File: src/rtl/life_settings.svh
//////////////////////////////////////////////////////////////////////
// board geometry, generations per pass and row memory read latency
//////////////////////////////////////////////////////////////////////

`ifndef LIFE_SETTINGS_SVH
`define LIFE_SETTINGS_SVH

// board size, one memory word per row
`define LIFE_WIDTH 16     // cells per row
`define LIFE_DEPTH 16     // rows per board
`define LIFE_ROW_BITS 4   // row index width, 2**bits >= depth

// engine depth
`define LIFE_GENS 2       // generation stages chained per pass

// row memory
// registered address plus registered output, so 2 is the minimum
`define LIFE_MEM_LAT 2

`endif

File: src/rtl/life_pkg.sv
//////////////////////////////////////////////////////////////////////
// shared row, address and memory command types for the life engine
//////////////////////////////////////////////////////////////////////

`include "life_settings.svh"

package life_pkg;

	// one board row, bit x is column x
	typedef logic [`LIFE_WIDTH-1:0] row_t;

	// row index within one bank
	typedef logic [`LIFE_ROW_BITS-1:0] row_addr_t;

	// full memory address, bank selects which copy of the board
	typedef struct packed {
		logic      bank;   // 0 or 1
		row_addr_t row;
	} mem_addr_t;

	// read request, one per cycle
	typedef struct packed {
		logic      en;     // read strobe
		mem_addr_t addr;
	} mem_rd_t;

	// write request, stored at the next edge
	typedef struct packed {
		logic      en;     // write strobe
		mem_addr_t addr;
		row_t      data;
	} mem_wr_t;

endpackage

File: src/rtl/cell_memory.sv
//////////////////////////////////////////////////////////////////////
// two-bank row memory, pass and video read ports, one write port
//////////////////////////////////////////////////////////////////////

`include "life_settings.svh"

module cell_memory (
	input  logic              clk,
	input  life_pkg::mem_rd_t rd_cmd,    // pass reads
	input  life_pkg::mem_rd_t vid_cmd,   // video reads
	input  life_pkg::mem_wr_t wr_cmd,    // init or write-back
	output life_pkg::row_t    rd_data,
	output life_pkg::row_t    vid_data
);

	// two full boards, the pass reads one and writes the other
	life_pkg::row_t mem [2][`LIFE_DEPTH];

	// both read ports behave the same, so handle them as a small array
	life_pkg::mem_rd_t   port_cmd [2];
	life_pkg::mem_addr_t addr_q [2];                     // registered address
	life_pkg::row_t      data_q [2][`LIFE_MEM_LAT-1];    // output register chain

	assign port_cmd[0] = rd_cmd;
	assign port_cmd[1] = vid_cmd;

	//////////////////////////////////////////////////////////////////////
	// storage
	//////////////////////////////////////////////////////////////////////

	always_ff @(posedge clk) begin
		if (wr_cmd.en) begin
			mem[wr_cmd.addr.bank][wr_cmd.addr.row] <= wr_cmd.data;   // 1 cycle write
		end
		for (int p = 0; p < 2; p++) begin
			if (port_cmd[p].en) begin
				addr_q[p] <= port_cmd[p].addr;   // holds last address when idle
			end
			data_q[p][0] <= mem[addr_q[p].bank][addr_q[p].row];
			// extra output stages when latency is above 2
			for (int s = 1; s < `LIFE_MEM_LAT - 1; s++) begin
				data_q[p][s] <= data_q[p][s-1];
			end
		end
	end

	assign rd_data  = data_q[0][`LIFE_MEM_LAT-2];
	assign vid_data = data_q[1][`LIFE_MEM_LAT-2];

	//////////////////////////////////////////////////////////////////////
	// checks
	//////////////////////////////////////////////////////////////////////

	// pass reads come from the active bank, write-back goes to the other
	// one, so the bank swap in the sequencer must keep them apart
	a_no_rd_wr_clash : assert property (@(posedge clk)
		rd_cmd.en && wr_cmd.en |-> rd_cmd.addr != wr_cmd.addr)
		else $error("pass read and write hit the same row");

endmodule

File: src/rtl/generation_pipeline.sv
//////////////////////////////////////////////////////////////////////
// enable alignment to memory latency and the chain of life stages
//////////////////////////////////////////////////////////////////////

`include "life_settings.svh"

module generation_pipeline #(
	parameter int GENS = `LIFE_GENS   // generations per pass, 1 or more
) (
	input  logic           clk,
	input  logic           rst_n,
	input  logic           shift,        // same cycle as the memory read
	input  life_pkg::row_t row_in,       // memory read data
	output life_pkg::row_t row_out,      // last stage result
	output logic           row_strobe    // row_out is new this cycle
);

	// read strobe delayed to line up with rd_data
	logic [`LIFE_MEM_LAT-1:0] shift_del;
	logic                     en;          // global stage enable

	// chain[g] feeds stage g, chain[GENS] is the pipeline output
	life_pkg::row_t chain [GENS+1];

	always_ff @(posedge clk) begin
		if (!rst_n) begin
			shift_del  <= '0;
			row_strobe <= 1'b0;
		end else begin
			shift_del  <= {shift_del[`LIFE_MEM_LAT-2:0], shift};
			row_strobe <= en;   // result registered on en is valid one cycle on
		end
	end

	assign en = shift_del[`LIFE_MEM_LAT-1];

	//////////////////////////////////////////////////////////////////////
	// stage chain
	//////////////////////////////////////////////////////////////////////

	assign chain[0] = row_in;

	for (genvar g = 0; g < GENS; g++) begin : g_stage
		generation_stage generation_stage_inst (
			.clk      (clk),
			.en       (en),
			.row_in   (chain[g]),
			.row_next (chain[g+1])
		);
	end

	assign row_out = chain[GENS];

endmodule

File: src/rtl/generation_stage.sv
//////////////////////////////////////////////////////////////////////
// one life generation over a streaming window of board rows
//////////////////////////////////////////////////////////////////////

`include "life_settings.svh"

module generation_stage (
	input  logic           clk,
	input  logic           en,         // one row per enable
	input  life_pkg::row_t row_in,     // newest row, below the centre
	output life_pkg::row_t row_next    // next generation of the centre row
);

	// window is row_in plus the two rows before it
	life_pkg::row_t centre;   // row being evaluated
	life_pkg::row_t above;    // row before the centre

	// per-column vertical tally, 0..3
	logic [1:0] vsum [`LIFE_WIDTH];

	// 3x3 tally incl. the cell itself, 0..9
	logic [3:0] nsum [`LIFE_WIDTH];

	life_pkg::row_t next_row;

	//////////////////////////////////////////////////////////////////////
	// adders
	//////////////////////////////////////////////////////////////////////

	always_comb begin
		for (int x = 0; x < `LIFE_WIDTH; x++) begin
			vsum[x] = {1'b0, above[x]} +
			          {1'b0, centre[x]} +
			          {1'b0, row_in[x]};
		end
	end

	// horizontal sum of three vertical tallies, wraps at both edges
	always_comb begin
		for (int x = 0; x < `LIFE_WIDTH; x++) begin
			int left;
			int right;
			left  = (x == 0) ? `LIFE_WIDTH - 1 : x - 1;     // left wrap
			right = (x == `LIFE_WIDTH - 1) ? 0 : x + 1;     // right wrap
			nsum[x] = {2'b00, vsum[left]} +
			          {2'b00, vsum[x]} +
			          {2'b00, vsum[right]};
		end
	end

	//////////////////////////////////////////////////////////////////////
	// rule
	//////////////////////////////////////////////////////////////////////

	// total of 3 gives birth or survival with 2 neighbours,
	// total of 4 keeps a live cell with 3 neighbours
	always_comb begin
		for (int x = 0; x < `LIFE_WIDTH; x++) begin
			next_row[x] = (nsum[x] == 4'd3) ||
			              ((nsum[x] == 4'd4) && centre[x]);
		end
	end

	// window shift and result share the same enable,
	// so the centre of enable k leaves as row_next at enable k
	always_ff @(posedge clk) begin
		if (en) begin
			above    <= centre;
			centre   <= row_in;
			row_next <= next_row;
		end
	end

endmodule

File: src/rtl/life_top.sv
//////////////////////////////////////////////////////////////////////
// life engine top: sequencer, generation pipeline, memory, video read
//////////////////////////////////////////////////////////////////////

`include "life_settings.svh"

module life_top (
	input  logic                clk,
	input  logic                rst_n,
	input  logic                start,       // pulse, begins one pass
	output logic                busy,        // high for the whole pass
	input  logic                init_we,     // board load, idle only
	input  life_pkg::row_addr_t init_addr,
	input  life_pkg::row_t      init_data,
	input  logic                ld,          // video row read strobe
	input  life_pkg::row_addr_t ld_addr,
	output life_pkg::row_t      dout         // video row, holds between reads
);

	life_pkg::mem_rd_t rd_cmd;
	life_pkg::mem_rd_t vid_cmd;
	life_pkg::mem_wr_t wr_cmd;
	life_pkg::row_t    rd_data;
	life_pkg::row_t    vid_data;
	life_pkg::row_t    row_out;
	logic              row_strobe;
	logic              bank;

	logic [`LIFE_MEM_LAT-1:0] ld_del;   // ld aligned to vid_data

	//////////////////////////////////////////////////////////////////////
	// engine
	//////////////////////////////////////////////////////////////////////

	pass_sequencer pass_sequencer_inst (
		.clk        (clk),
		.rst_n      (rst_n),
		.start      (start),
		.row_strobe (row_strobe),
		.row_out    (row_out),
		.init_we    (init_we),
		.init_addr  (init_addr),
		.init_data  (init_data),
		.busy       (busy),
		.bank       (bank),
		.rd_cmd     (rd_cmd),
		.wr_cmd     (wr_cmd)
	);

	generation_pipeline #(
		.GENS (`LIFE_GENS)
	) generation_pipeline_inst (
		.clk        (clk),
		.rst_n      (rst_n),
		.shift      (rd_cmd.en),   // read strobe doubles as shift
		.row_in     (rd_data),
		.row_out    (row_out),
		.row_strobe (row_strobe)
	);

	cell_memory cell_memory_inst (
		.clk      (clk),
		.rd_cmd   (rd_cmd),
		.vid_cmd  (vid_cmd),
		.wr_cmd   (wr_cmd),
		.rd_data  (rd_data),
		.vid_data (vid_data)
	);

	//////////////////////////////////////////////////////////////////////
	// video read port
	//////////////////////////////////////////////////////////////////////

	always_comb begin
		vid_cmd.en        = ld;
		vid_cmd.addr.bank = bank;   // always the current board
		vid_cmd.addr.row  = ld_addr;
	end

	always_ff @(posedge clk) begin
		if (!rst_n) begin
			ld_del <= '0;
		end else begin
			ld_del <= {ld_del[`LIFE_MEM_LAT-2:0], ld};
		end
	end

	// latch one row, dout changes LIFE_MEM_LAT+1 cycles after ld
	always_ff @(posedge clk) begin
		if (ld_del[`LIFE_MEM_LAT-1]) begin
			dout <= vid_data;
		end
	end

endmodule

File: src/rtl/pass_sequencer.sv
//////////////////////////////////////////////////////////////////////
// pass control: wrapped row reads, write-back, bank swap, init mux
//////////////////////////////////////////////////////////////////////

`include "life_settings.svh"

module pass_sequencer (
	input  logic                clk,
	input  logic                rst_n,
	input  logic                start,        // pulse, ignored while busy
	input  logic                row_strobe,   // new row_out from the pipeline
	input  life_pkg::row_t      row_out,
	input  logic                init_we,
	input  life_pkg::row_addr_t init_addr,
	input  life_pkg::row_t      init_data,
	output logic                busy,
	output logic                bank,         // active bank
	output life_pkg::mem_rd_t   rd_cmd,
	output life_pkg::mem_wr_t   wr_cmd
);

	// GENS halo rows on each side, plus GENS-1 flush reads because each
	// stage hands its row to the next one enable late
	localparam int RD_TOTAL = `LIFE_DEPTH + 3 * `LIFE_GENS - 1;
	localparam int CW       = $clog2(RD_TOTAL + 1);

	localparam logic [CW-1:0] RD_LAST = CW'(RD_TOTAL - 1);
	localparam logic [CW-1:0] FILL    = CW'(3 * `LIFE_GENS - 1);   // strobes to drop

	localparam life_pkg::row_addr_t ROW_FIRST = life_pkg::row_addr_t'(`LIFE_DEPTH - `LIFE_GENS);
	localparam life_pkg::row_addr_t ROW_LAST  = life_pkg::row_addr_t'(`LIFE_DEPTH - 1);

	logic                rd_active;   // read phase of the pass
	logic [CW-1:0]       rd_cnt;
	life_pkg::row_addr_t rd_row;      // wraps at the bottom edge
	logic [CW-1:0]       fill_cnt;    // counts dropped strobes
	life_pkg::row_addr_t wr_row;
	logic                pass_wr;
	logic                last_wr;

	assign pass_wr = busy && row_strobe && (fill_cnt == FILL);
	assign last_wr = pass_wr && (wr_row == ROW_LAST);

	//////////////////////////////////////////////////////////////////////
	// counters and bank
	//////////////////////////////////////////////////////////////////////

	always_ff @(posedge clk) begin
		if (!rst_n) begin
			busy      <= 1'b0;
			rd_active <= 1'b0;
			rd_cnt    <= '0;
			rd_row    <= '0;
			fill_cnt  <= '0;
			wr_row    <= '0;
			bank      <= 1'b0;
		end else begin
			if (start && !busy) begin
				busy      <= 1'b1;
				rd_active <= 1'b1;
				rd_cnt    <= '0;
				rd_row    <= ROW_FIRST;   // start GENS rows above row 0
				fill_cnt  <= '0;
				wr_row    <= '0;
			end
			if (rd_active) begin
				rd_cnt <= rd_cnt + 1'b1;
				rd_row <= (rd_row == ROW_LAST) ? '0 : rd_row + 1'b1;
				if (rd_cnt == RD_LAST) begin
					rd_active <= 1'b0;
				end
			end
			if (busy && row_strobe && (fill_cnt != FILL)) begin
				fill_cnt <= fill_cnt + 1'b1;   // window still filling
			end
			if (pass_wr) begin
				wr_row <= wr_row + 1'b1;
			end
			if (last_wr) begin
				busy <= 1'b0;
				bank <= ~bank;   // new board becomes the active one
			end
		end
	end

	//////////////////////////////////////////////////////////////////////
	// memory commands
	//////////////////////////////////////////////////////////////////////

	always_comb begin
		rd_cmd.en        = rd_active;
		rd_cmd.addr.bank = bank;
		rd_cmd.addr.row  = rd_row;
	end

	always_comb begin
		wr_cmd = '0;
		if (pass_wr) begin   // write-back into the inactive bank
			wr_cmd.en        = 1'b1;
			wr_cmd.addr.bank = ~bank;
			wr_cmd.addr.row  = wr_row;
			wr_cmd.data      = row_out;
		end else if (init_we && !busy) begin
			wr_cmd.en        = 1'b1;
			wr_cmd.addr.bank = bank;
			wr_cmd.addr.row  = init_addr;
			wr_cmd.data      = init_data;
		end
	end

	// the pass stays up until the last read has reached the write-back
	a_rd_in_pass : assert property (@(posedge clk) disable iff (!rst_n)
		rd_cmd.en |-> busy [*(`LIFE_MEM_LAT + 2)]);

	a_bank_at_end : assert property (@(posedge clk) disable iff (!rst_n)
		bank != $past(bank) |-> $past(last_wr) && !busy);

endmodule

File: config.mk
export PLATFORM = sky130hd
export DESIGN_NAME = life_top
export DESIGN_NICKNAME = d
export VERILOG_FILES = /design/src/rtl/life_pkg.sv /design/src/rtl/cell_memory.sv /design/src/rtl/generation_pipeline.sv /design/src/rtl/generation_stage.sv /design/src/rtl/life_top.sv /design/src/rtl/pass_sequencer.sv
export VERILOG_INCLUDE_DIRS = /design/src /design/src/rtl
export SDC_FILE = /design/constraint.sdc
export NUM_CORES = 1
export LEC_CHECK = 0
export BUFFER_PORTS_ARGS = -buffer_cell sky130_fd_sc_hd__buf_2
export CORE_ASPECT_RATIO = 2
export CORE_MARGIN = 5
export CORE_UTILIZATION = 45
export DETAILED_ROUTE_END_ITERATION = 16
export GPL_TIMING_DRIVEN = 0
export SYNTH_ARGS = -nofsm -noshare
export SYNTH_HDL_FRONTEND = slang
export SYNTH_SLANG_ARGS = --single-unit
File: constraint.sdc
create_clock -name clk -period 3.4 [get_ports clk]
set_clock_uncertainty 0.05 [all_clocks]
set_input_delay 0 -clock clk [delete_from_list [all_inputs] [get_ports clk]]
set_output_delay 0 -clock clk [all_outputs]
set_load 0.02 [all_outputs]
==> impl_metrics.csv, run 1 <==
group,metric,value,unit
clocking,numCtsBuffers,61,
global_route,antenna_found_initial,1,
hold_path,hold_path_class,"primary input to flop",
setup_path,cp_top_family,"simple AND/OR/NAND/NOR gates",
power,powerDensity,522,mW/mm^2
setup_path,cp-start-kind,"flop",
setup_path,cp_max_fo,10,
detailed_routing,wire_per_inst,29.1,microns
detailed_routing,dr.pass1.iters,6,
placed_design,io_buffers,44,
power,p_sw_frac,0.261,
timing,tightest_slew,1.41,ns
synth,synth_area,0.0345,sq mm
flow_run,cap_violations,0,
finish,instances_no_fill,3813,
setup_path,crit_type,"flop to flop",
finish,stdcell_area,0.0389,sq mm
clocking,clkLatencyLatePin,0.64,ns
power,seq_power_share,0.473,
setup_path,critPathBufInv,2,
synth,synthArstFlopShare,0,
synth,syn-num-nets,2747,
die,fp.dieW,206,microns
placed_design,hpwl,82800,microns
timing,hold_viol,0,
power,leakage,14.8,nW
placed_design,place_area,0.0366,sq mm
clocking,clk_path_buf_depth,3,
global_route,grt_max_degree,65,
detailed_routing,ant_nets,0,
clocking,cts_tree,"yes",
die,die-height,401,microns
detailed_routing,viasPerCell,5.94,
synth,yosys_warnings,0,
detailed_routing,vias,22600,
synth,synth_edf_count,634,
die,io_pins,46,
timing,setup-violations-final,0,
clocking,cts_setup_buffers,0,
timing,fmax,298,MHz
power,p_sw,5.30,mW
detailed_routing,post-route-drc-count,0,
clocking,clkTransAtPathRegs,0.07,ns
synth,yosysUniqueCellTypes,54,
setup_path,slowest_delay,0.70,ns
finish,final_nets,2902,
detailed_routing,first_iter_violations,1823,
timing,fin_crit_sh,0.987,
detailed_routing,postRouteWirelength,111000,microns
setup_path,crit_cells,6,
global_route,grt_overflow,0,
clocking,htree_levels,2,
finish,antenna_cells,0,
die,die_area,0.0825,sq mm
synth,synth_seq_cells,692,
timing,slew_violations,0,
global_route,grtUsageTotal,0.265,
power,clkPwrFrac,0.374,
synth,synth_cells,2590,
timing,slew_headroom,0.0615,
die,coreArea,0.0760,sq mm
setup_path,reg2reg_depth,6,
global_route,grt_pass1_vias,24100,
global_route,grt_pass1_wl,159000,microns
clocking,cts.sinks,692,
power,total_power,20.3,mW
synth,synth_top_flop_cell,"edfxtp_1",
clocking,root_buffer,"clkbuf_16",
power,ir_drop,0.401,mV
synth,syn_avg_cell_area,13.3,sq um
timing,whs,0.0395,ns
placed_design,dp.cells,3686,
status,status,"finished, final reports clean",
placed_design,gp_congestion,0.964,
die,initial_core_util,0.453,
die,rows,143,
hold_path,whs_path_depth,2,
setup_path,critPathCaptureType,"flop",
timing,rsz0062_at_grt,"false",
setup_path,crit_path_cell_trace,"nor2_2 -> clkbuf_1 -> buf_2 -> a22oi_1 -> nand4_1 -> nand3_1",
setup_path,cp.arrival,3.77,ns
setup_path,required,3.82,ns
power,comb_power_share,0.154,
finish,mostFrequentLayoutCell,"edfxtp_1",
finish,area_growth,13.0,%
timing,post-route-min-period,3.35,ns
finish,layout_common_cells,"634 x edfxtp_1, 512 x mux2i_1, 160 x inv_1",
setup_path,crit_path_top_delay_cell,"clkbuf_1",
synth,seq_area_frac_synth,0.586,
finish,final_layout_size_suffix_gt1_frac,0.116,
power,p_int,15.0,mW
==> area by class of cell <==
cell class | instances | area (sq um)
inverter | 161 | 604
timing repair buffer | 92 | 923
buffer | 156 | 759
clock inverter | 43 | 515
sequential | 692 | 20200
clock buffer | 73 | 1650
multi-input combinational | 1581 | 13000
tap | 1015 | 1270
fill | 6496 | 37100
==> cells in the mapped netlist, types with 3 or more instances <==
cell        n  area (sq um)
fa_1       40           801
nand3_1   105           526
mux2i_1   512          5120
a22o_1     80           701
buf_1      11          41.3
maj3_1     14           140
buf_4      25           188
nor2_1     64           240
ha_1       88          1100
xnor2_1    44           385
nand2b_1   17           106
and2_1      8          50.1
o31ai_1    29           218
edfxtp_1  634         19000
or2_2       3          18.8
nor3_1     39           195
a22oi_1   128           961
nand2_1   112           420
buf_2      63           315
o21ai_0    20           100
xor2_1     32           280
a311oi_1    3          26.3
o21bai_1    6          45.0
a31oi_1    35           219
inv_1     160           601
nor2b_1    11          68.8
dfxtp_1    58          1160
nand4_1    33           206
a21oi_1   107           536
a21o_1     18           135
o22ai_1     6          37.5
clkbuf_1   57           214
==> per-layer routing <==
metal	vias to the layer above	track usage	part of all wire
li1	10100	-	-
met1	11300	0.258	0.32
met2	881	0.496	0.54
met3	327	0.0399	0.055
met4	2	0.190	0.091
met5	-	0	0.00012
==> repair_timing <==
action	4_1_cts	5_1_grt
hold buffers	11	0
gates resized for setup	0	4
endpoints found under the hold margin	80	0
endpoints found under the setup margin	0	16
==> cell families after synthesis <==
logic type	Yosys count	synth area share
fa+ha+maj	142	0.0593
flops	692	0.586
simple gates	408	0.0572
compound gates	443	0.0897
mux	512	0.149
xor+xnor	76	0.0193
buf+inv	317	0.0395
==> registers in the layout, summed over array words and instances (netlist names), named ones only <==
name / count
cell_memory_inst.addr_q: 10
cell_memory_inst.data_q: 32
cell_memory_inst.mem: 512
dout: 16
generation_pipeline_inst.g_stage.generation_stage_inst.above: 32
generation_pipeline_inst.row_strobe: 1
generation_pipeline_inst.shift_del: 2
ld_del: 2
pass_sequencer_inst.bank: 1
pass_sequencer_inst.busy: 1
pass_sequencer_inst.fill_cnt: 5
pass_sequencer_inst.rd_active: 1
pass_sequencer_inst.rd_cnt: 5
pass_sequencer_inst.rd_row: 4
pass_sequencer_inst.wr_row: 4
==> per-stage QoR <==
stage	util	TNS, ns	setup slack [ns]
final	0.512	0	0.0454
after global routing	0.512	0	0.0147
after CTS	0.512	0	0.0139
after detailed placement	0.482	0	0.0206
after global placement	0.473	-236.68	-1.91
after floorplan	-	0	0.362
==> final timing paths <==
| check | start | slack, ns | end |
|---|---|---|---|
| setup reg to reg | cell_memory_inst.addr_q[0][9] | 0.05 | cell_memory_inst.data_q[1][10] |
| hold reg to reg | cell_memory_inst.data_q[1][2] | 0.35 | dout[2] |
| hold / removal | ld_addr[2] | 0.04 | cell_memory_inst.addr_q[0][7] |
| setup / recovery | cell_memory_inst.addr_q[0][9] | 0.05 | cell_memory_inst.data_q[1][10] |
==> power groups by stage <==
stage | clock (mW) | combinational (mW) | sequential (mW)
2_1_floorplan | 0 | 2.03 | 9.77
3_3_place_gp | 0 | 2.93 | 9.80
3_5_place_dp | 0 | 3.07 | 9.79
4_1_cts | 7.67 | 3.10 | 9.61
5_1_grt | 7.98 | 3.37 | 9.62
6_report | 7.60 | 3.12 | 9.60
Power figures use the tool's default switching activity.
==> inputs of run 2 (changes only) <==
CORE_UTILIZATION = 50   (was 45)
PLACE_DENSITY = 0.66   (was default)
==> impl_metrics.csv, run 2 (synthesized netlist as in run 1, its figures left out) <==
group,metric,value,unit
die,die_area,0.0746,sq mm
finish,area_growth,12.6,%
power,powerDensity,527,mW/mm^2
die,io_pins,46,
clocking,clkLatencyLatePin,0.64,ns
setup_path,required,3.83,ns
finish,final_nets,2900,
timing,setup-tns-final,0,ns
detailed_routing,ant_nets,0,
timing,tightest_slew,1.60,ns
setup_path,crit_type,"flop to flop",
detailed_routing,dr.pass1.iters,6,
placed_design,io_buffers,44,
power,p_sw,5.32,mW
hold_path,hold_path_class,"primary input to flop",
global_route,grt_overflow,0,
global_route,grt_pass1_wl,156000,microns
placed_design,gp_congestion,1.03,
detailed_routing,postRouteWirelength,109000,microns
clocking,htree_levels,2,
flow_run,cap_violations,0,
setup_path,crit_path_top_delay_cell,"clkbuf_1",
power,ir_drop,0.377,mV
power,seq_power_share,0.470,
die,initial_core_util,0.502,
placed_design,dp_slack,0.0668,ns
detailed_routing,vias,22900,
timing,fmax,300,MHz
die,coreArea,0.0686,sq mm
setup_path,critPathCaptureType,"flop",
clocking,numCtsBuffers,60,
finish,top_regs,"cell_memory_inst.mem: 512 flops, cell_memory_inst.data_q: 32 flops, generation_pipeline_inst.g_stage.generation_stage_inst.above: 32 flops",
timing,post-route-min-period,3.34,ns
timing,slew_headroom,-0.0641,
timing,rsz0062_at_grt,"false",
power,p_sw_frac,0.260,
power,leakage,14.8,nW
clocking,cts_tree,"yes",
setup_path,crit_path_cell_trace,"nor2_2 -> clkbuf_1 -> buf_2 -> a22oi_1 -> nand4_1 -> nand3_1",
finish,largest_reg_flops,512,
power,comb_power_share,0.153,
setup_path,cp_max_fo,10,
setup_path,cp_top_family,"buffers and inverters",
status,failed_checks,"slew limit",
finish,mostFrequentLayoutCell,"edfxtp_1",
setup_path,slowest_delay,0.72,ns
setup_path,critPathBufInv,2,
setup_path,crit_cells,6,
power,total_power,20.4,mW
finish,layout_common_cells,"634 x edfxtp_1, 512 x mux2i_1, 160 x inv_1",
die,rows,136,
finish,final_layout_size_suffix_gt1_frac,0.116,
global_route,antenna_found_initial,7,
global_route,grt_pass1_vias,24300,
finish,instances_no_fill,3692,
clocking,cts_resized,0,
detailed_routing,first_iter_violations,1630,
clocking,cts.sinks,692,
timing,whs,0.0367,ns
detailed_routing,post-route-drc-count,0,
clocking,root_buffer,"clkbuf_16",
clocking,clkTransAtPathRegs,0.07,ns
finish,antenna_cells,0,
global_route,grtUsageTotal,0.286,
timing,hold_viol,0,
hold_path,whs_path_depth,2,
status,status,"finished, violations left",
timing,fin_crit_sh,0.981,
placed_design,dp.cells,3566,
finish,regMostFlops,"cell_memory_inst.mem",
detailed_routing,viasPerCell,6.21,
setup_path,cp-start-kind,"flop",
setup_path,cp.arrival,3.77,ns
clocking,clk_path_buf_depth,3,
power,p_int,15.1,mW
placed_design,hpwl,82400,microns
global_route,grt_max_degree,59,
timing,setup-violations-final,0,
detailed_routing,wire_per_inst,29.6,microns
die,fp.dieW,196,microns
power,clkPwrFrac,0.377,
die,die-height,381,microns
timing,setup_slack,0.0639,ns
setup_path,reg2reg_depth,6,
timing,slew_violations,2,
## run 2: layout make-up
class                      count  area, sq um
timing repair buffer          91          911
sequential                   692        20200
clock inverter                27          398
tap                          897         1120
fill                        5496        29800
multi-input combinational   1581        13000
buffer                       156          758
clock buffer                  87         1820
inverter                     161          604
## run 2: path summary, 6_finish.rpt
| path | slack, ns | startpoint | endpoint |
|---|---|---|---|
| setup / recovery | 0.06 | cell_memory_inst.addr_q[0][9] | cell_memory_inst.data_q[1][7] |
| hold / removal | 0.04 | ld_addr[2] | cell_memory_inst.addr_q[0][7] |
| setup reg to reg | 0.06 | cell_memory_inst.addr_q[0][9] | cell_memory_inst.data_q[1][7] |
| hold reg to reg | 0.36 | cell_memory_inst.data_q[1][15] | dout[15] |
## run 2: stage by stage
| step | instance area (sq um) | util |
|---|---|---|
| after floorplan | 34500 | - |
| after global placement | 35800 | 0.522 |
| after detailed placement | 36500 | 0.532 |
| after CTS | 38800 | 0.566 |
| after global routing | 38800 | 0.566 |
| final | 38800 | 0.566 |
## run 2: power by group through the flow
stage	Clock (mW)	Sequential, mW	Combinational [mW]
5_1_grt	8.04	9.62	3.37
3_3_place_gp	0	9.80	2.91
4_1_cts	7.74	9.61	3.09
6_report	7.71	9.61	3.12
2_1_floorplan	0	9.77	2.03
3_5_place_dp	0	9.80	3.07
## run 2: what timing repair did
item,4_1_cts,5_1_grt
buffers inserted,0,0
hold buffers,12,0
endpoints found under the setup margin,0,0
endpoints found under the hold margin,78,0
## run 2: per-layer routing
layer,GRT usage,vias up,routed length [microns]
met3,0.0472,412,6240
met5,0,-,42
met2,0.537,954,58700
li1,-,10100,-
met1,0.265,11500,33200
met4,0.233,8,11300
==> inputs of run 3 (changes only) <==
PLACE_DENSITY = 0.74   (was 0.66)
==> impl_metrics.csv, run 3 (synthesized netlist as in run 1, its figures left out) <==
group,metric,value,unit
detailed_routing,first_iter_violations,1813,
die,rows,136,
finish,area_growth,12.1,%
timing,setup_slack,0.117,ns
global_route,grt_max_degree,69,
setup_path,cp.arrival,3.45,ns
timing,rsz0062_at_grt,"false",
global_route,antenna_found_initial,1,
placed_design,gp_congestion,0.971,
timing,whs,0.0366,ns
power,total_power,20.0,mW
timing,fin_crit_sh,0.966,
detailed_routing,post-route-drc-count,0,
setup_path,crit_path_cell_trace,"ha_1 -> and4bb_4 -> and2b_1 -> buf_4 -> buf_2 -> a22o_1",
setup_path,cp-start-kind,"flop",
clocking,cts.sinks,692,
placed_design,dp.cells,3565,
timing,slew_headroom,0.0149,
die,initial_core_util,0.502,
timing,slew_violations,0,
placed_design,io_buffers,44,
die,die_area,0.0746,sq mm
global_route,grtUsageTotal,0.286,
finish,final_layout_size_suffix_gt1_frac,0.113,
detailed_routing,wire_per_inst,29.5,microns
clocking,numCtsBuffers,61,
die,die-height,381,microns
hold_path,hold_path_class,"primary input to flop",
clocking,clk_path_buf_depth,3,
finish,largest_reg_flops,512,
placed_design,dp_slack,0.0357,ns
setup_path,slowest_delay,1.18,ns
hold_path,whs_path_depth,2,
setup_path,crit_path_top_delay_cell,"a22o_1",
timing,post-route-min-period,3.28,ns
finish,instances_no_fill,3694,
power,leakage,14.7,nW
flow_run,cap_violations,0,
setup_path,cp_max_fo,32,
timing,setup-tns-final,0,ns
placed_design,hpwl,81500,microns
power,powerDensity,518,mW/mm^2
global_route,grt_pass1_vias,24900,
clocking,cts_tree,"yes",
setup_path,rrSetupSlack,0.12,ns
timing,setup-violations-final,0,
clocking,clkTransAtPathRegs,0.07,ns
timing,tightest_slew,1.48,ns
clocking,cts_setup_buffers,0,
power,ir_drop,0.455,mV
detailed_routing,ant_nets,0,
timing,fmax,305,MHz
global_route,grt_overflow,0,
clocking,clkLatencyLatePin,0.65,ns
detailed_routing,vias,23200,
finish,fin_util,0.563,
finish,top_regs,"cell_memory_inst.mem: 512 flops, cell_memory_inst.data_q: 32 flops, generation_pipeline_inst.g_stage.generation_stage_inst.above: 32 flops",
finish,stdcell_area,0.0386,sq mm
global_route,grt_pass1_wl,157000,microns
clocking,root_buffer,"clkbuf_16",
finish,layout_common_cells,"634 x edfxtp_1, 512 x mux2i_1, 160 x inv_1",
placed_design,place_area,0.0364,sq mm
setup_path,required,3.57,ns
clocking,htree_levels,2,
finish,antenna_cells,0,
finish,regMostFlops,"cell_memory_inst.mem",
die,fp.dieW,196,microns
status,status,"finished, final reports clean",
detailed_routing,dr.pass1.iters,8,
setup_path,crit_type,"flop to flop",
timing,hold_viol,0,
setup_path,critPathCaptureType,"flop",
finish,final_nets,2902,
detailed_routing,viasPerCell,6.27,
die,coreArea,0.0686,sq mm
die,io_pins,46,
setup_path,reg2reg_depth,6,
detailed_routing,postRouteWirelength,109000,microns
finish,mostFrequentLayoutCell,"edfxtp_1",
-- run 3: per-layer routing --
| metal | routed length, microns | vias up | GRT usage |
|---|---|---|---|
| li1 | - | 10100 | - |
| met1 | 32600 | 11500 | 0.264 |
| met2 | 58100 | 1105 | 0.534 |
| met3 | 6460 | 438 | 0.0427 |
| met4 | 11700 | 0 | 0.242 |
| met5 | 0 | - | 0 |
-- run 3: cell type report --
| cell class | instances | area (sq um) |
|---|---|---|
| Tap cell | 897 | 1120 |
| Sequential cell | 692 | 20200 |
| Clock inverter | 36 | 384 |
| Clock buffer | 79 | 1690 |
| Fill cell | 5491 | 30000 |
| Buffer | 156 | 758 |
| Inverter | 161 | 604 |
| Multi-Input combinational cell | 1581 | 13000 |
| Timing Repair Buffer | 92 | 865 |
-- run 3: timing repair --
action                                 CTS  global route
setup endpoints to repair                5             0
endpoints found under the hold margin   57             0
resized for setup                        1             0
hold buffers                            14             0
-- run 3: final timing paths --
kind | from | endpoint
max | pass_sequencer_inst.fill_cnt[0] | cell_memory_inst.mem[0][80]
min | ld_addr[3] | cell_memory_inst.addr_q[0][8]
max reg2reg | pass_sequencer_inst.fill_cnt[0] | cell_memory_inst.mem[0][80]
min reg2reg | cell_memory_inst.data_q[1][10] | dout[10]
-- run 3: critical path: cells and delay by family (launching register included) --
| kind | cells | cell delay [ns] |
|---|---|---|
| compound gates | 1 | 1.18 |
| simple gates | 2 | 0.47 |
| flops | 1 | 0.40 |
| buf+inv | 2 | 0.55 |
| fa+ha+maj | 1 | 0.17 |
-- run 3: power by group --
group / switching, mW / internal [mW] / total, mW / leakage [nW]
logic: 1.98 / 1.14 / 3.12 / 7.43
registers: 0.0945 / 9.51 / 9.61 / 6.29
clock network: 3.20 / 4.10 / 7.29 / 1.01
